<file path="config.mk">
export PLATFORM = sky130hd
export DESIGN_NAME = prng_top
export DESIGN_NICKNAME = d
export VERILOG_FILES = /design/src/prng_pkg.sv /design/src/axil_prng_regs.sv /design/src/lfsr113_core.sv /design/src/rand_fifo.sv /design/src/prng_top.sv
export SDC_FILE = /design/constraint.sdc
export NUM_CORES = 1
export LEC_CHECK = 0
export BUFFER_PORTS_ARGS = -buffer_cell sky130_fd_sc_hd__buf_2
export CORE_MARGIN = 3
export CORE_UTILIZATION = 40
export CTS_BUF_LIST = sky130_fd_sc_hd__clkbuf_4 sky130_fd_sc_hd__clkbuf_8
export DETAILED_ROUTE_END_ITERATION = 7
export PLACE_DENSITY = 0.56
export SLEW_MARGIN = 20
export SYNTH_ARGS = -nofsm -noshare
export SYNTH_HDL_FRONTEND = slang
export SYNTH_SLANG_ARGS = --single-unit
</file>
<file path="constraint.sdc">
create_clock -name clk -period 5.9 [get_ports clk]
set_input_delay 1.18 -clock clk [delete_from_list [all_inputs] [get_ports clk]]
set_output_delay 1.18 -clock clk [all_outputs]
set_load 0.02 [all_outputs]
</file>
<file path="src/prng_pkg.sv">
package prng_pkg;

  //////////////////////////////
  // Widths with a meaning
  //////////////////////////////

  // One random word or one seed component
  typedef logic [31:0] word_t;
  // Register byte address
  typedef logic [4:0]  addr_t;
  // FIFO fill count, enough for depths up to 16
  typedef logic [4:0]  count_t;
  // AXI response code
  typedef logic [1:0]  axi_resp_t;

  localparam axi_resp_t RESP_OKAY   = 2'd0;
  localparam axi_resp_t RESP_SLVERR = 2'd2;

  //////////////////////////////
  // Register map
  //////////////////////////////

  // Bit 0 enable, bit 1 reseed request (self-clearing)
  localparam addr_t ADDR_CTRL   = 5'h00;
  // Bits 4:0 fill count, bit 8 running
  localparam addr_t ADDR_STATUS = 5'h04;
  // Read pops one word
  localparam addr_t ADDR_RAND   = 5'h08;
  localparam addr_t ADDR_SEED0  = 5'h10;
  localparam addr_t ADDR_SEED1  = 5'h14;
  localparam addr_t ADDR_SEED2  = 5'h18;
  localparam addr_t ADDR_SEED3  = 5'h1C;

  localparam word_t DEFAULT_SEED = 32'd987654321;

  // Seed set from register block to core
  typedef struct packed {
    word_t s1;
    word_t s2;
    word_t s3;
    word_t s4;
  } seed_set_t;

  // Reseed is a one-cycle pulse
  typedef struct packed {
    logic enable;
    logic reseed;
  } rng_ctrl_t;

  typedef enum logic {
    CORE_IDLE,
    CORE_RUN
  } core_state_t;

endpackage

</file>
<file path="src/axil_prng_regs.sv">
`timescale 1ns/1ps

module axil_prng_regs import prng_pkg::*; (
  input  logic      clk,
  input  logic      reset,
  // Write address and data
  input  logic      awvalid,
  output logic      awready,
  input  addr_t     awaddr,
  input  logic      wvalid,
  output logic      wready,
  input  word_t     wdata,
  input  logic [3:0] wstrb,
  // Write response
  output logic      bvalid,
  input  logic      bready,
  output axi_resp_t bresp,
  // Read address and data
  input  logic      arvalid,
  output logic      arready,
  input  addr_t     araddr,
  output logic      rvalid,
  input  logic      rready,
  output word_t     rdata,
  output axi_resp_t rresp,
  // FIFO side
  input  word_t     head,
  input  logic      empty,
  input  count_t    count,
  output logic      pop,
  // Core side
  output rng_ctrl_t ctrl,
  output seed_set_t seeds
);

  rng_ctrl_t ctrl_q;
  seed_set_t seed_q;
  logic      wr_hs;
  logic      ar_hs;
  word_t     rd_data_c;
  axi_resp_t rd_resp_c;

  assign wr_hs = awvalid && awready && wvalid && wready;
  assign ar_hs = arvalid && arready;

  assign ctrl  = ctrl_q;
  assign seeds = seed_q;

  // Pop in the cycle the RAND address is taken
  assign pop = ar_hs && (araddr == ADDR_RAND) && !empty;

  //////////////////////////////
  // Write channel
  //////////////////////////////

  // Strobes are not looked at, every write is a full word
  always_ff @(posedge clk) begin
    if (reset) begin
      awready <= 1'b0;
      wready  <= 1'b0;
      bvalid  <= 1'b0;
      ctrl_q  <= '0;
      seed_q  <= '{DEFAULT_SEED, DEFAULT_SEED, DEFAULT_SEED, DEFAULT_SEED};
    end else begin
      // Accept both channels together for a single cycle
      awready <= awvalid && wvalid && !bvalid && !awready;
      wready  <= awvalid && wvalid && !bvalid && !awready;
      ctrl_q.reseed <= 1'b0;

      if (wr_hs) begin
        bvalid <= 1'b1;
        bresp  <= RESP_OKAY;
        case (awaddr)
          ADDR_CTRL: begin
            ctrl_q.enable <= wdata[0];
            ctrl_q.reseed <= wdata[1];
          end
          ADDR_SEED0: seed_q.s1 <= wdata;
          ADDR_SEED1: seed_q.s2 <= wdata;
          ADDR_SEED2: seed_q.s3 <= wdata;
          ADDR_SEED3: seed_q.s4 <= wdata;
          // Read-only registers, write dropped
          ADDR_STATUS, ADDR_RAND: ;
          default: bresp <= RESP_SLVERR;
        endcase
      end else if (bvalid && bready) begin
        bvalid <= 1'b0;
      end
    end
  end

  //////////////////////////////
  // Read channel
  //////////////////////////////

  always_comb begin
    rd_data_c = '0;
    rd_resp_c = RESP_OKAY;
    case (araddr)
      ADDR_CTRL:   rd_data_c[0] = ctrl_q.enable;
      ADDR_STATUS: begin
        rd_data_c[4:0] = count;
        rd_data_c[8]   = ctrl_q.enable;
      end
      ADDR_RAND: begin
        if (!empty) begin
          rd_data_c = head;
        end else begin
          rd_resp_c = RESP_SLVERR;
        end
      end
      ADDR_SEED0:  rd_data_c = seed_q.s1;
      ADDR_SEED1:  rd_data_c = seed_q.s2;
      ADDR_SEED2:  rd_data_c = seed_q.s3;
      ADDR_SEED3:  rd_data_c = seed_q.s4;
      default:     rd_resp_c = RESP_SLVERR;
    endcase
  end

  always_ff @(posedge clk) begin
    if (reset) begin
      arready <= 1'b0;
      rvalid  <= 1'b0;
    end else begin
      // No new address while a response is pending
      arready <= arvalid && !rvalid && !arready;
      if (ar_hs) begin
        rvalid <= 1'b1;
        rdata  <= rd_data_c;
        rresp  <= rd_resp_c;
      end else if (rvalid && rready) begin
        rvalid <= 1'b0;
      end
    end
  end

  // Response and its data held until the master takes them
  assert property (@(posedge clk) disable iff (reset)
    rvalid && !rready |=> rvalid && $stable(rdata) && $stable(rresp));

  // A popped word has to exist in the FIFO
  assert property (@(posedge clk) disable iff (reset) pop |-> !empty);

endmodule

</file>
<file path="src/lfsr113_core.sv">
`timescale 1ns/1ps

module lfsr113_core import prng_pkg::*; (
  input  logic      clk,
  input  logic      reset,
  input  rng_ctrl_t ctrl,
  input  seed_set_t seeds,
  input  logic      full,
  output logic      push,
  output word_t     push_data
);

  core_state_t state;
  core_state_t state_next;
  word_t       z1, z2, z3, z4;

  // One Tausworthe component step of shift, mask and xor
  function automatic word_t taus_step(input word_t z, input word_t mask,
                                      input int unsigned q, input int unsigned s,
                                      input int unsigned k);
    word_t mixed;
    mixed = ((z << q) ^ z) >> s;
    return ((z & mask) << k) ^ mixed;
  endfunction

  //////////////////////////////
  // Run control
  //////////////////////////////

  // Running follows enable from either state
  always_comb begin
    state_next = ctrl.enable ? CORE_RUN : CORE_IDLE;
  end

  // Emit the current xor and step together unless a reseed is loading
  assign push      = (state == CORE_RUN) && ctrl.enable && !ctrl.reseed && !full;
  assign push_data = z1 ^ z2 ^ z3 ^ z4;

  //////////////////////////////
  // Generator state
  //////////////////////////////

  always_ff @(posedge clk) begin
    if (reset) begin
      state <= CORE_IDLE;
      z1    <= DEFAULT_SEED;
      z2    <= DEFAULT_SEED;
      z3    <= DEFAULT_SEED;
      z4    <= DEFAULT_SEED;
    end else begin
      state <= state_next;
      if (ctrl.reseed) begin
        z1 <= seeds.s1;
        z2 <= seeds.s2;
        z3 <= seeds.s3;
        z4 <= seeds.s4;
      end else if (push) begin
        z1 <= taus_step(z1, 32'hFFFF_FFFE, 6, 13, 18);
        z2 <= taus_step(z2, 32'hFFFF_FFF8, 2, 27, 2);
        z3 <= taus_step(z3, 32'hFFFF_FFF0, 13, 21, 7);
        z4 <= taus_step(z4, 32'hFFFF_FF80, 3, 12, 13);
      end
    end
  end

  assert property (@(posedge clk) disable iff (reset) push |-> !full);

endmodule

</file>
<file path="src/rand_fifo.sv">
`timescale 1ns/1ps

module rand_fifo import prng_pkg::*; #(
  parameter int FIFO_DEPTH = 8
) (
  input  logic   clk,
  input  logic   reset,
  input  logic   push,
  input  word_t  push_data,
  input  logic   pop,
  output word_t  head,
  output logic   empty,
  output logic   full,
  output count_t count
);

  localparam int PTR_W = $clog2(FIFO_DEPTH);

  // Depth must wrap the pointers cleanly and fit the count
  if ((FIFO_DEPTH < 2) || (FIFO_DEPTH > 16) || ((FIFO_DEPTH & (FIFO_DEPTH - 1)) != 0)) begin
    $error("FIFO_DEPTH must be a power of two from 2 to 16");
  end

  word_t             mem [FIFO_DEPTH];
  logic [PTR_W-1:0]  wr_ptr;
  logic [PTR_W-1:0]  rd_ptr;
  logic              do_push;
  logic              do_pop;

  assign do_push = push && !full;
  assign do_pop  = pop && !empty;

  assign head  = mem[rd_ptr];
  assign empty = (count == '0);
  assign full  = (count == count_t'(FIFO_DEPTH));

  // Storage, no reset
  always_ff @(posedge clk) begin
    if (do_push) begin
      mem[wr_ptr] <= push_data;
    end
  end

  always_ff @(posedge clk) begin
    if (reset) begin
      wr_ptr <= '0;
      rd_ptr <= '0;
      count  <= '0;
    end else begin
      if (do_push) wr_ptr <= wr_ptr + 1'b1;
      if (do_pop)  rd_ptr <= rd_ptr + 1'b1;
      // Simultaneous push and pop leaves the count alone
      if (do_push && !do_pop) begin
        count <= count + 1'b1;
      end else if (do_pop && !do_push) begin
        count <= count - 1'b1;
      end
    end
  end

  assert property (@(posedge clk) disable iff (reset) count <= count_t'(FIFO_DEPTH));

endmodule

</file>
<file path="src/prng_top.sv">
`timescale 1ns/1ps

module prng_top import prng_pkg::*; (
  input  logic       clk,
  input  logic       reset,
  input  logic       awvalid,
  output logic       awready,
  input  addr_t      awaddr,
  input  logic       wvalid,
  output logic       wready,
  input  word_t      wdata,
  input  logic [3:0] wstrb,
  output logic       bvalid,
  input  logic       bready,
  output axi_resp_t  bresp,
  input  logic       arvalid,
  output logic       arready,
  input  addr_t      araddr,
  output logic       rvalid,
  input  logic       rready,
  output word_t      rdata,
  output axi_resp_t  rresp
);

  localparam int FIFO_DEPTH = 8;

  rng_ctrl_t ctrl;
  seed_set_t seeds;
  logic      push, pop, empty, full;
  word_t     push_data, head;
  count_t    count;

  axil_prng_regs u_regs (
    .clk, .reset, .awvalid, .awready, .awaddr, .wvalid, .wready, .wdata, .wstrb,
    .bvalid, .bready, .bresp, .arvalid, .arready, .araddr, .rvalid, .rready,
    .rdata, .rresp, .head, .empty, .count, .pop, .ctrl, .seeds
  );

  lfsr113_core u_core (
    .clk, .reset, .ctrl, .seeds, .full, .push, .push_data
  );

  rand_fifo #(.FIFO_DEPTH(FIFO_DEPTH)) u_fifo (
    .clk, .reset, .push, .push_data, .pop, .head, .empty, .full, .count
  );

endmodule

</file>
Yosys cells after proc, flatten, opt, wreduce, memory -nomap -nowiden --
Memories as Yosys holds them, arrays and structs flattened. A register that Yosys moved wholly into a read port is not among the register bits. Cells that the tools add are included.
Word-level totals: input bits 53, output and inout port bits 41, logic and storage cells 127, memories kept 1, RAM bits 256, register bits after elaboration 310
Memories:
- u_fifo.mem | words 8, width 32, rd ports 1, clocked after memory_dff 1, write ports 1, line rand_fifo.sv:24 | word_t mem [FIFO_DEPTH];
Operators by class: mux-type cells 28, add/sub/neg operators 4, equal/unequal tests 13, reductions and logical operators 46, bitwise operators 14
Operators by type and width (count):
- 32-bit 2-to-1 mux | 9
- 32-bit bitwise XOR | 7
- 23-bit case mux with 5 select lines | 1
- 5-bit == test (second input constant) | 8
- 32-bit by 11-bit bitwise XOR with 32-bit output | 1
- 32-bit by 19-bit bitwise XOR with 32-bit output | 1
- 32-bit by 20-bit bitwise XOR with 32-bit output | 1
- 32-bit by 5-bit bitwise XOR with 32-bit output | 1
- 4-bit case mux with 6 select lines | 1
- 1-bit logical AND | 20
- 5-bit by 4-bit == test with 1-bit output (second input constant) | 3
- 5-bit zero test | 3
- 3-bit case mux with 5 select lines | 1
- 2-bit AND reduction | 7
- 5-bit by 3-bit == test with 1-bit output (second input constant) | 2
- 5-bit 2-to-1 mux | 2
- 1-bit zero test | 9
- 2-bit nonzero test | 4
- 1-bit 2-to-1 mux | 7
- 1-bit case mux with 7 select lines | 1
- 7-bit OR reduction | 1
- 3-bit by 1-bit adder with 3-bit output (second input constant) | 2
- 3-bit 2-to-1 mux | 2
- 1-bit case mux with 6 select lines | 1
- other kinds (7) | 10

Longest topological paths before layout --
Gate-level depths: netlist of the first run.
word-level depth 8, depth in mapped cells 12, gate-level depth less buffers 10

Hierarchy --
Synthesis of the first run repeated with hierarchy kept, for this count alone.
Unflattened totals: cell total of the unflattened synthesis 2049, area total of the unflattened synthesis 24631.1 µm²
Modules (own cells, without submodules):
- rand_fifo | times used 1, area an instance 10339.9 µm², cells an instance 455
- lfsr113_core | times used 1, area an instance 7353.3 µm², cells an instance 860
- axil_prng_regs | times used 1, area an instance 6937.9 µm², cells an instance 734

Worst setup path after synthesis of the first run --
No wires, ideal clock.
kind register to register, start point register u_regs.ctrl_q, in the netlist u_regs.ctrl[0], end point memory u_fifo.mem[1][0] (netlist bit) (enable), period minus slack after synthesis 4.911 ns, required time 5.387 ns, setup slack 0.989 ns, setup time 0.513 ns, data arrival time 4.398 ns, cell stages (with the launch flop) 6, path buffers 2, cells stage by stage dfxtp_1 -> and3b_1 -> o21ai_2 -> buf_2 -> buf_2 -> nor4b_1
Between the ends: word-level cells in the longest chain between the ends 6
RTL lines:
- start, declared | line axil_prng_regs.sv:36 | rng_ctrl_t ctrl_q;
- 1-bit zero test | line lfsr113_core.sv:36 | assign push = (state == CORE_RUN) && ctrl.enable && !ctrl.reseed && !full;
- 1-bit logical AND (2 in series) | line lfsr113_core.sv:36
- 1-bit logical AND | line rand_fifo.sv:30 | assign do_push = push && !full;
- 1-bit 2-to-1 mux | line rand_fifo.sv:39 | if (do_push) begin
- 1-bit 2-to-1 mux (implied by the code) | line rand_fifo.sv:40 | mem[wr_ptr] <= push_data;
- end, declared | line rand_fifo.sv:24
Every way passes these cells.

Final worst setup path of the first run --
start point register u_regs.ctrl_q, in the netlist u_regs.ctrl[0], end point memory u_fifo.mem[7][4] (netlist bit) (enable)
The elaborated chain is that of the path after synthesis.

==> results.tsv, run 1 <==
stage	metric	value	unit
critical_path	reg2reg_depth	7	
final_layout	syn2layout_area_growth	13.1	%
grt	grt_max_degree	148	
timing	rsz0062_at_grt	no	
detailed_routing	vias_per_cell	5.77	
detailed_routing	wirelength	70.7	mm
grt	grt_overflow	0	
final_layout	multi_input_area	8860	um^2
clocking	clock_latency	700	ps
min_path	hold_class	flip-flop to flip-flop	
synth	avgSynthCellArea	11.9	um^2
placement	place_area	24900	um^2
final_layout	seq_area	14300	um^2
placement	io_buffers	87	
power	ir_drop	0.000151	V
grt	grt_pass1_vias	15900	
detailed_routing	drt-wirelength-per-cell	24.4	um
clocking	cts_tree	built	
timing	setup_viol	0	
floorplan	die_h	250	um
critical_path	crit_required	6240	ps
min_path	whs_path_depth	1	
detailed_routing	first_pass_iters	8	
synth	async_reset_ff_share	0	%
critical_path	cp-end-kind	flip-flop	
grt	grt_use_met1	32.5	%
final_layout	layout-drive-gt1-share	18.8	%
final_layout	final_area	27000	um^2
clocking	htree_levels	3	
floorplan	placementRows	88	
clocking	clk_pin_slew	60	ps
grt	grt_pass1_wl	104	mm
clocking	ctsLongestPathBuffers	3	
detailed_routing	ant_nets	0	
synth	syn_inst	2008	
timing	relSlewSlack	28.4	%
critical_path	crit_fanout	66	
grt	busiest_layer	met2	
placement	gp_routability_congestion	0.924	
grt	met3_usage	3.98	%
power	p_per_area	296	nW/um^2
synth	yosys_warnings	0	
synth	synth_top_area_share	36.5	%
critical_path	worstPathArrival	3830	ps
timing	finalCritPeriodShare	59.2	%
floorplan	dieArea	62600	um^2
timing	holdWs	444	ps
clocking	clockRootBuffer	clkbuf_8	
timing	hold_viol	0	
floorplan	io_pins	94	
synth	synth_flop_cell	edfxtp_1	
clocking	clock-sinks	567	
critical_path	cp-start-kind	flip-flop	
clocking	ctsResizeCount	0	
outcome	violations	design-rule violations	
timing	min_period	3490	ps
final_layout	nets	2112	
detailed_routing	drt-initial-drc-count	1689	
critical_path	critical_path_class	flip-flop to flip-flop	
final_layout	n_fill_cell	5372	
floorplan	die_x	250	um
floorplan	core_area	58400	um^2
synth	ys_seq_area_share	59.8	%
synth	synth_edf_count	290	
synth	synthTopCellsByArea	edfxtp_1 (37%), dfxtp_1 (23%), mux4_2 (6.0%)	
floorplan	initial_core_util	40.9	%
timing	fmax	286	MHz
timing	tightest_slew	1070	ps
job	max-cap-violations	0	
grt	use_met2	32.7	%
timing	skew	46.3	ps
synth	syn_area	23800	um^2
placement	dp_hpwl	46.0	mm
synth	synth.largest_area_cell	edfxtp_1	
clocking	cts_setup_buffers	0	
detailed_routing	drc	4	
power	cellLeakagePower	8.70	nW
clocking	cts_hold_buf	0	
timing	setup_tns	0	ps
grt	antenna_found_initial	3	
outcome	status	finished, violations left	
detailed_routing	vias	16700	
grt	grt_use_total	22.1	%
synth	ys_types	57	
clocking	cts_made_buffers	94	
timing	final-max-slew-violation-count	0	
synth	synth_seq_cells	567	
## critical path, stage by stage, from the launching register on
cell and delay, ps:
dfxtp_4 540, and3b_1 300, buf_4 360, o21ai_4 120
inv_4 460, nand2_1 320, nor2_4 590, buf_4 410
## power breakdown
group	internal, W	total [W]	switching (W)
clock	0.00211	0.00373	0.00162
sequential	0.00411	0.00411	0.00000235
combinational	0.0000399	0.000150	0.000110
total	0.00626	0.00799	0.00173
## cells in the mapped netlist, types with 2 or more instances
cell       count
nand4_1        2
nor3_1       154
o211ai_1       2
ha_1           6
nor4b_1        3
a22oi_1        6
a221o_1       18
buf_2         26
mux4_2        64
a21oi_1      195
clkbuf_1     133
nor4_1        59
mux2i_1       60
dfxtp_1      277
edfxtp_1     290
nor2b_1        2
a2111oi_0     21
and2_0         2
and4b_1        2
xnor2_1       98
o21ai_0       63
a31oi_1        2
o221ai_1      28
nor3b_1        5
mux2_2        25
o22ai_1        5
buf_4          4
inv_1         27
buf_1         13
nor2_1        73
nand3_1        8
inv_2          2
xor2_1        57
a21o_1        19
or3_1          2
nand2_1      193
nand4b_1       3
a211oi_1      13
a222oi_1      26
nand2b_1       3
## cell families (layout without fill, tap and decap cells)
group	Yosys count	in the layout	synth area share [%]
xor+xnor	155	155	5.69
other cells	1	3	0.0157
compound gates	404	404	10.8
buf+inv	205	322	3.43
fa+ha+maj	7	7	0.399
mux	149	149	9.74
flops	567	567	59.8
simple gates	520	520	10.2
## cell usage in the layout (no fill, tap or decap), types with 5 or more instances in the layout
cell / n
xnor2_1: 98
o221ai_1: 28
clkinv_2: 10
nand3_1: 8
a21o_1: 19
clkbuf_4: 32
inv_1: 27
xor2_1: 57
bufinv_16: 6
a22oi_1: 6
o21ai_0: 63
a21oi_1: 195
buf_4: 34
o22ai_1: 5
nor4_1: 56
a211oi_1: 13
buf_2: 86
a2111oi_0: 21
mux2i_1: 60
mux4_2: 64
mux2_2: 25
nand2_1: 193
edfxtp_1: 290
clkbuf_8: 105
nor2_1: 71
a222oi_1: 26
dfxtp_1: 273
ha_1: 6
clkinv_1: 10
a221o_1: 18
nor3_1: 152
## state kept, by name (all words and copies together) (netlist names), named ones only
| register | count |
|---|---|
| u_regs.arready | 1 |
| u_fifo.mem | 256 |
| u_core.z2 | 32 |
| u_fifo.rd_ptr | 3 |
| u_fifo.count | 5 |
| u_fifo.wr_ptr | 3 |
| u_regs.ctrl | 2 |
| u_regs.awready | 1 |
| u_regs.bvalid | 1 |
| u_regs.rdata | 32 |
| u_core.z3 | 32 |
| u_core.z4 | 32 |
| u_regs.rvalid | 1 |
| u_regs.seeds | 128 |
| u_regs.bresp | 1 |
| u_core.state | 1 |
| u_core.z1 | 32 |
| u_regs.rresp | 1 |
## routing by layer
layer / vias up / wire length [um]
li1: 7597 / -
met1: 8344 / 32100
met2: 634 / 31000
met3: 118 / 5310
met4: 0 / 2270
met5: - / 0
## metrics by stage
| stage | cells | utilization (%) | power (W) | worst slack [ps] |
|---|---|---|---|---|
| 6_report | 2892 | 46.2 | 0.00799 | 2410 |
| 3_5_place_dp | 2720 | 42.7 | 0.00434 | 1780 |
| 3_3_place_gp | 2720 | 42.7 | 0.00434 | 1810 |
| 2_1_floorplan | 2009 | - | 0.00428 | 989 |
| 4_1_cts | 2890 | 46.2 | 0.00807 | 2370 |
| 5_1_grt | 2891 | 46.2 | 0.00826 | 2230 |
## worst paths after layout
check,startpoint,end,slack [ps]
setup / recovery,u_regs.ctrl[0]$_SDFF_PP0_,u_fifo.mem[7][4]$_DFFE_PP_,2410
hold / removal,u_regs.arready$_SDFF_PP0_,u_regs.arready$_SDFF_PP0_,440
setup reg to reg,u_regs.ctrl[0]$_SDFF_PP0_,u_fifo.mem[7][4]$_DFFE_PP_,2410
hold reg to reg,u_regs.arready$_SDFF_PP0_,u_regs.arready$_SDFF_PP0_,440
## layout make-up
cell class / count / share of cell area (%)
Clock buffer: 137 / 6.25
Multi-Input combinational cell: 1237 / 32.9
Tap cell: 765 / 3.55
Inverter: 29 / 0.413
Antenna cell: 1 / 0.00928
Sequential cell: 567 / 52.9
Timing Repair Buffer: 123 / 2.77
Clock inverter: 33 / 1.28
No activity file was read; power rests on OpenSTA's default activity.
==> run 2, diff against run 1 <==
--- a/config.mk
+++ b/config.mk
@@ -5,12 +5,13 @@
 export SDC_FILE = /design/constraint.sdc
 export NUM_CORES = 1
 export LEC_CHECK = 0
+export ABC_AREA = 1
 export BUFFER_PORTS_ARGS = -buffer_cell sky130_fd_sc_hd__buf_2
 export CORE_MARGIN = 3
 export CORE_UTILIZATION = 40
 export CTS_BUF_LIST = sky130_fd_sc_hd__clkbuf_4 sky130_fd_sc_hd__clkbuf_8
 export DETAILED_ROUTE_END_ITERATION = 7
-export PLACE_DENSITY = 0.56
+export PLACE_DENSITY = 0.58
 export SLEW_MARGIN = 20
 export SYNTH_ARGS = -nofsm -noshare
 export SYNTH_HDL_FRONTEND = slang
==> constraint.sdc (replaced) <==
create_clock -name clk -period 3.14 [get_ports clk]
set_input_delay 0.628 -clock clk [delete_from_list [all_inputs] [get_ports clk]]
set_output_delay 0.628 -clock clk [all_outputs]
set_load 0.02 [all_outputs]
==> run 2 against run 1 <==
The flow now finishes without violations. First-iteration DRC count grew 7.9%. Utilization is 0.30 points higher. Die area up 4.2%. Cell area rose by 5.1%. Non-clock buffer count rose by 26. Flip-flop and latch count did not move. Via count increased by 22%. Clock power increased by 85%. Combinational power up 100%. Sequential share of layout area fell by 2.6 points. Register-to-register slack got worse by 1600 ps.
==> results.tsv, run 2 <==
stage	metric	value	unit	change
power	p_total	0.0149	W	+87%
critical_path	crit_required	3710	ps	-2530 ps
synth	synth_edf_count	290		unchanged
final_layout	n_fill_cell	5866		+9.2%
clocking	cts_hold_buf	0		unchanged
timing	hold_viol	0		unchanged
power	netSwitchingFraction	21.8	%	+0.17 points
placement	dp.cells	3651		+34%
detailed_routing	drt-wirelength-per-cell	20.6	um	-16%
critical_path	crit_fanout	6		-91%
detailed_routing	first_pass_iters	6		-2
power	ir_drop	0.000259	V	+72%
power	p_comb_share	2.0	%	about the same
synth	synth.largest_area_cell	edfxtp_1		
grt	grt_pass1_wl	117	mm	+12%
synth	avgSynthCellArea	8.71	um^2	-27%
timing	finalCritPeriodShare	75.2	%	+16 points
synth	syn_inst	2855		+42%
critical_path	worstReg2RegEnd	u_fifo.count[3]$_SDFFE_PP0P_		
final_layout	syn2layout_area_growth	14.0	%	
synth	synth_flop_cell	edfxtp_1		
final_layout	fin_cells	3829		+32%
synth	synth_top_area_share	35.0	%	-1.5 points
min_path	hold_class	input port to flip-flop		
critical_path	critical_path.top_delay_family	simple AND/OR/NAND/NOR gates		
timing	min_period	2360	ps	-1130 ps
detailed_routing	vias	20400		+22%
critical_path	reg2reg_depth	11		+4
grt	antenna_found_initial	1		-2
critical_path	path_buf_inv	2		-1
detailed_routing	drc	0		-4
clocking	ctsLongestPathBuffers	3		unchanged
critical_path	slowest_stage	dfxtp_1		
clocking	cts_tree	built		
timing	fmax	424	MHz	+48%
critical_path	worstPathArrival	2930	ps	-900 ps
critical_path	worstPathCellList	nor2_1 -> nand3_1 -> nand2_1 -> ha_1 -> inv_1 -> ha_1 -> a21oi_1 -> a21o_1 -> nand3_1 -> nand2_1 -> inv_1		
floorplan	placementRows	90		+2.3%
floorplan	die_x	255	um	+2.1%
timing	setup_viol	0		unchanged
floorplan	core_area	60900	um^2	+4.4%
final_layout	largest_register_ffs	256		unchanged
grt	grt_pass1_vias	19000		+20%
critical_path	cp-end-kind	flip-flop		
synth	syn_area	24900	um^2	+4.3%
floorplan	dieArea	65200	um^2	+4.2%
clocking	clk_pin_slew	60	ps	about the same
final_layout	layout_common_cells	nand2_1 (657), nor2_1 (423), nand3_1 (317), o21ai_0 (296), edfxtp_1 (290)		
job	max-cap-violations	0		unchanged
clocking	cts_setup_buffers	0		unchanged
timing	rsz0062_at_grt	no		
synth	async_reset_ff_share	0	%	unchanged
critical_path	cp-start-kind	flip-flop		
detailed_routing	drt-initial-drc-count	1822		+7.9%
timing	holdWs	179	ps	-265 ps
power	internal_power	0.0117	W	+86%
timing	final-max-slew-violation-count	0		unchanged
synth	yosys_warnings	0		unchanged
min_path	whs_endpoint	u_regs.seeds[59]$_SDFFE_PP1P_		
grt	grt_overflow	0		unchanged
synth	ys_seq_area_share	57.3	%	-2.5 points
grt	grt_use_total	23.4	%	+1.3 points
critical_path	r2r-start	u_fifo.count[0]$_SDFFE_PP0P_		
clocking	htree_levels	3		unchanged
clocking	clock_latency	720	ps	+20 ps
floorplan	io_pins	94		unchanged
detailed_routing	wirelength	78.9	mm	+12%
floorplan	initial_core_util	40.8	%	about the same
timing	relSlewSlack	35.9	%	+7.4 points
min_path	whs_path_depth	3		+2
final_layout	layout-drive-gt1-share	11.8	%	-7.0 points
placement	io_buffers	87		unchanged
final_layout	largest_register	u_fifo.mem		
clocking	ctsResizeCount	0		unchanged
timing	tightest_slew	955	ps	-118 ps
timing	skew	57.3	ps	+10.9 ps
critical_path	r2r_setup_slack	780	ps	-1630 ps
grt	grt_max_degree	134		-9.5%
power	p_per_area	527	nW/um^2	+78%
clocking	clockRootBuffer	clkbuf_8		
outcome	status	completed		
power	power.switching	0.00326	W	+88%
detailed_routing	vias_per_cell	5.32		-7.9%
clocking	clock-sinks	567		unchanged
synth	synth_seq_cells	567		unchanged
placement	dp_hpwl	52.8	mm	+15%
timing	setup_tns	0	ps	unchanged
critical_path	cp.depth	11		+4
floorplan	die_h	255	um	+2.1%
synth	synthTopCellsByCount	nand2_1 (657), nor2_1 (434), nand3_1 (317)		
power	power_frac_seq	51.8	%	+0.3 points
critical_path	slowest_delay	380	ps	-210 ps
synth	ys_types	38		-33%
detailed_routing	ant_nets	0		unchanged
placement	gp_routability_congestion	0.961		+4.0%
clocking	cts_made_buffers	95		+1.1%
final_layout	final_common_cell	nand2_1		
power	clkPwrFrac	46.2	%	-0.5 points
synth	synthTopCellsByArea	edfxtp_1 (35%), dfxtp_1 (22%), nand2_1 (9.9%)		
power	cellLeakagePower	11.1	nW	+27%
critical_path	critical_path_class	flip-flop to flip-flop		
final_layout	nets	2980		+41%
synth	synth.most_common_cell	nand2_1		
min_path	worstHoldStart	wdata[27]		
run 2: changes by cell type in the layout (fill, tap and decap cells not counted), sizes merged, moves of 48 or more:
cell	delta
mux4	-64
mux2i	-48
inv	+51
nor2	+363
o21ai	+234
nor3	-150
nand2	+466
a21oi	-72
nor4	-57
nand3	+310
run 2: layer usage:
layer  vias up  share of wire (%)  routed length (um)  GRT usage, %
met3       166                7.9                6210          4.02
li1       9663                  -                   -             -
met4         0                4.0                3120          10.1
met2       857                 45               35600          36.5
met5         -                  0                   0             0
met1      9675                 43               34000          32.1
run 2: metrics by stage:
| stage | utilization [%] | cell area [um^2] | worst slack [ps] |
|---|---|---|---|
| 2_1_floorplan | - | 24900 | 82.9 |
| 3_5_place_dp | 43.2 | 26300 | 315 |
| 3_3_place_gp | 43.2 | 26300 | 319 |
| 4_1_cts | 46.5 | 28300 | 798 |
| 5_1_grt | 46.5 | 28300 | 506 |
| 6_report | 46.5 | 28300 | 779 |
run 2: logic make-up (layout without fill, tap and decap cells):
group                      count (synthesis)  count (layout)  synth area share [%]
and+or+nand+nor                         1430            1430                  23.5
DFF                                      567             567                  57.3
AOI/OAI and AO/OA                        442             442                  9.11
buffers and inverters                    266             410                  4.61
xor gates and xnor gates                 130             130                  4.58
muxes                                     12              12                 0.483
adders and majority gates                  7               7                 0.382
other                                      1               3                0.0151
run 2: power by group through the flow:
stage | Clock, W | Sequential, W | Combinational (W)
global route | 0.00737 | 0.00773 | 0.000325
global placement | 0 | 0.00789 | 0.000296
floorplan | 0 | 0.00791 | 0.000136
finish | 0.00689 | 0.00774 | 0.000303
detailed placement | 0 | 0.00789 | 0.000299
CTS | 0.00703 | 0.00773 | 0.000300
run 2: layout make-up:
| cell class | count | area (um^2) | share of cell area (%) |
|---|---|---|---|
| clock inverters | 27 | 200 | 0.706 |
| diodes | 1 | 2.50 | 0.00883 |
| inverters | 84 | 319 | 1.13 |
| clock buffers | 150 | 1830 | 6.44 |
| multi-input cells | 2023 | 9560 | 33.7 |
| well taps | 828 | 1040 | 3.65 |
| repair buffers | 149 | 1140 | 4.03 |
| flip-flops and latches | 567 | 14300 | 50.3 |
run 2: worst max path at each step:
stage                                 start                            to  slack, ps
6_report       u_fifo.count[0]$_SDFFE_PP0P_  u_fifo.count[3]$_SDFFE_PP0P_        780
3_3_place_gp                      araddr[3]  u_fifo.count[4]$_SDFFE_PP0P_        320
3_5_place_dp                      araddr[3]  u_fifo.count[3]$_SDFFE_PP0P_        310
2_1_floorplan                         reset     u_regs.rdata[0]$_DFFE_PP_         80
4_1_cts        u_fifo.count[0]$_SDFFE_PP0P_  u_fifo.count[3]$_SDFFE_PP0P_        800
5_1_grt        u_fifo.count[0]$_SDFFE_PP0P_  u_fifo.count[4]$_SDFFE_PP0P_        510
run 2: worst min-delay path: cells and delay by family:
kind / cells / cell delay, ps
and+or+nand+nor: 2 / 120
buffers and inverters: 1 / 120
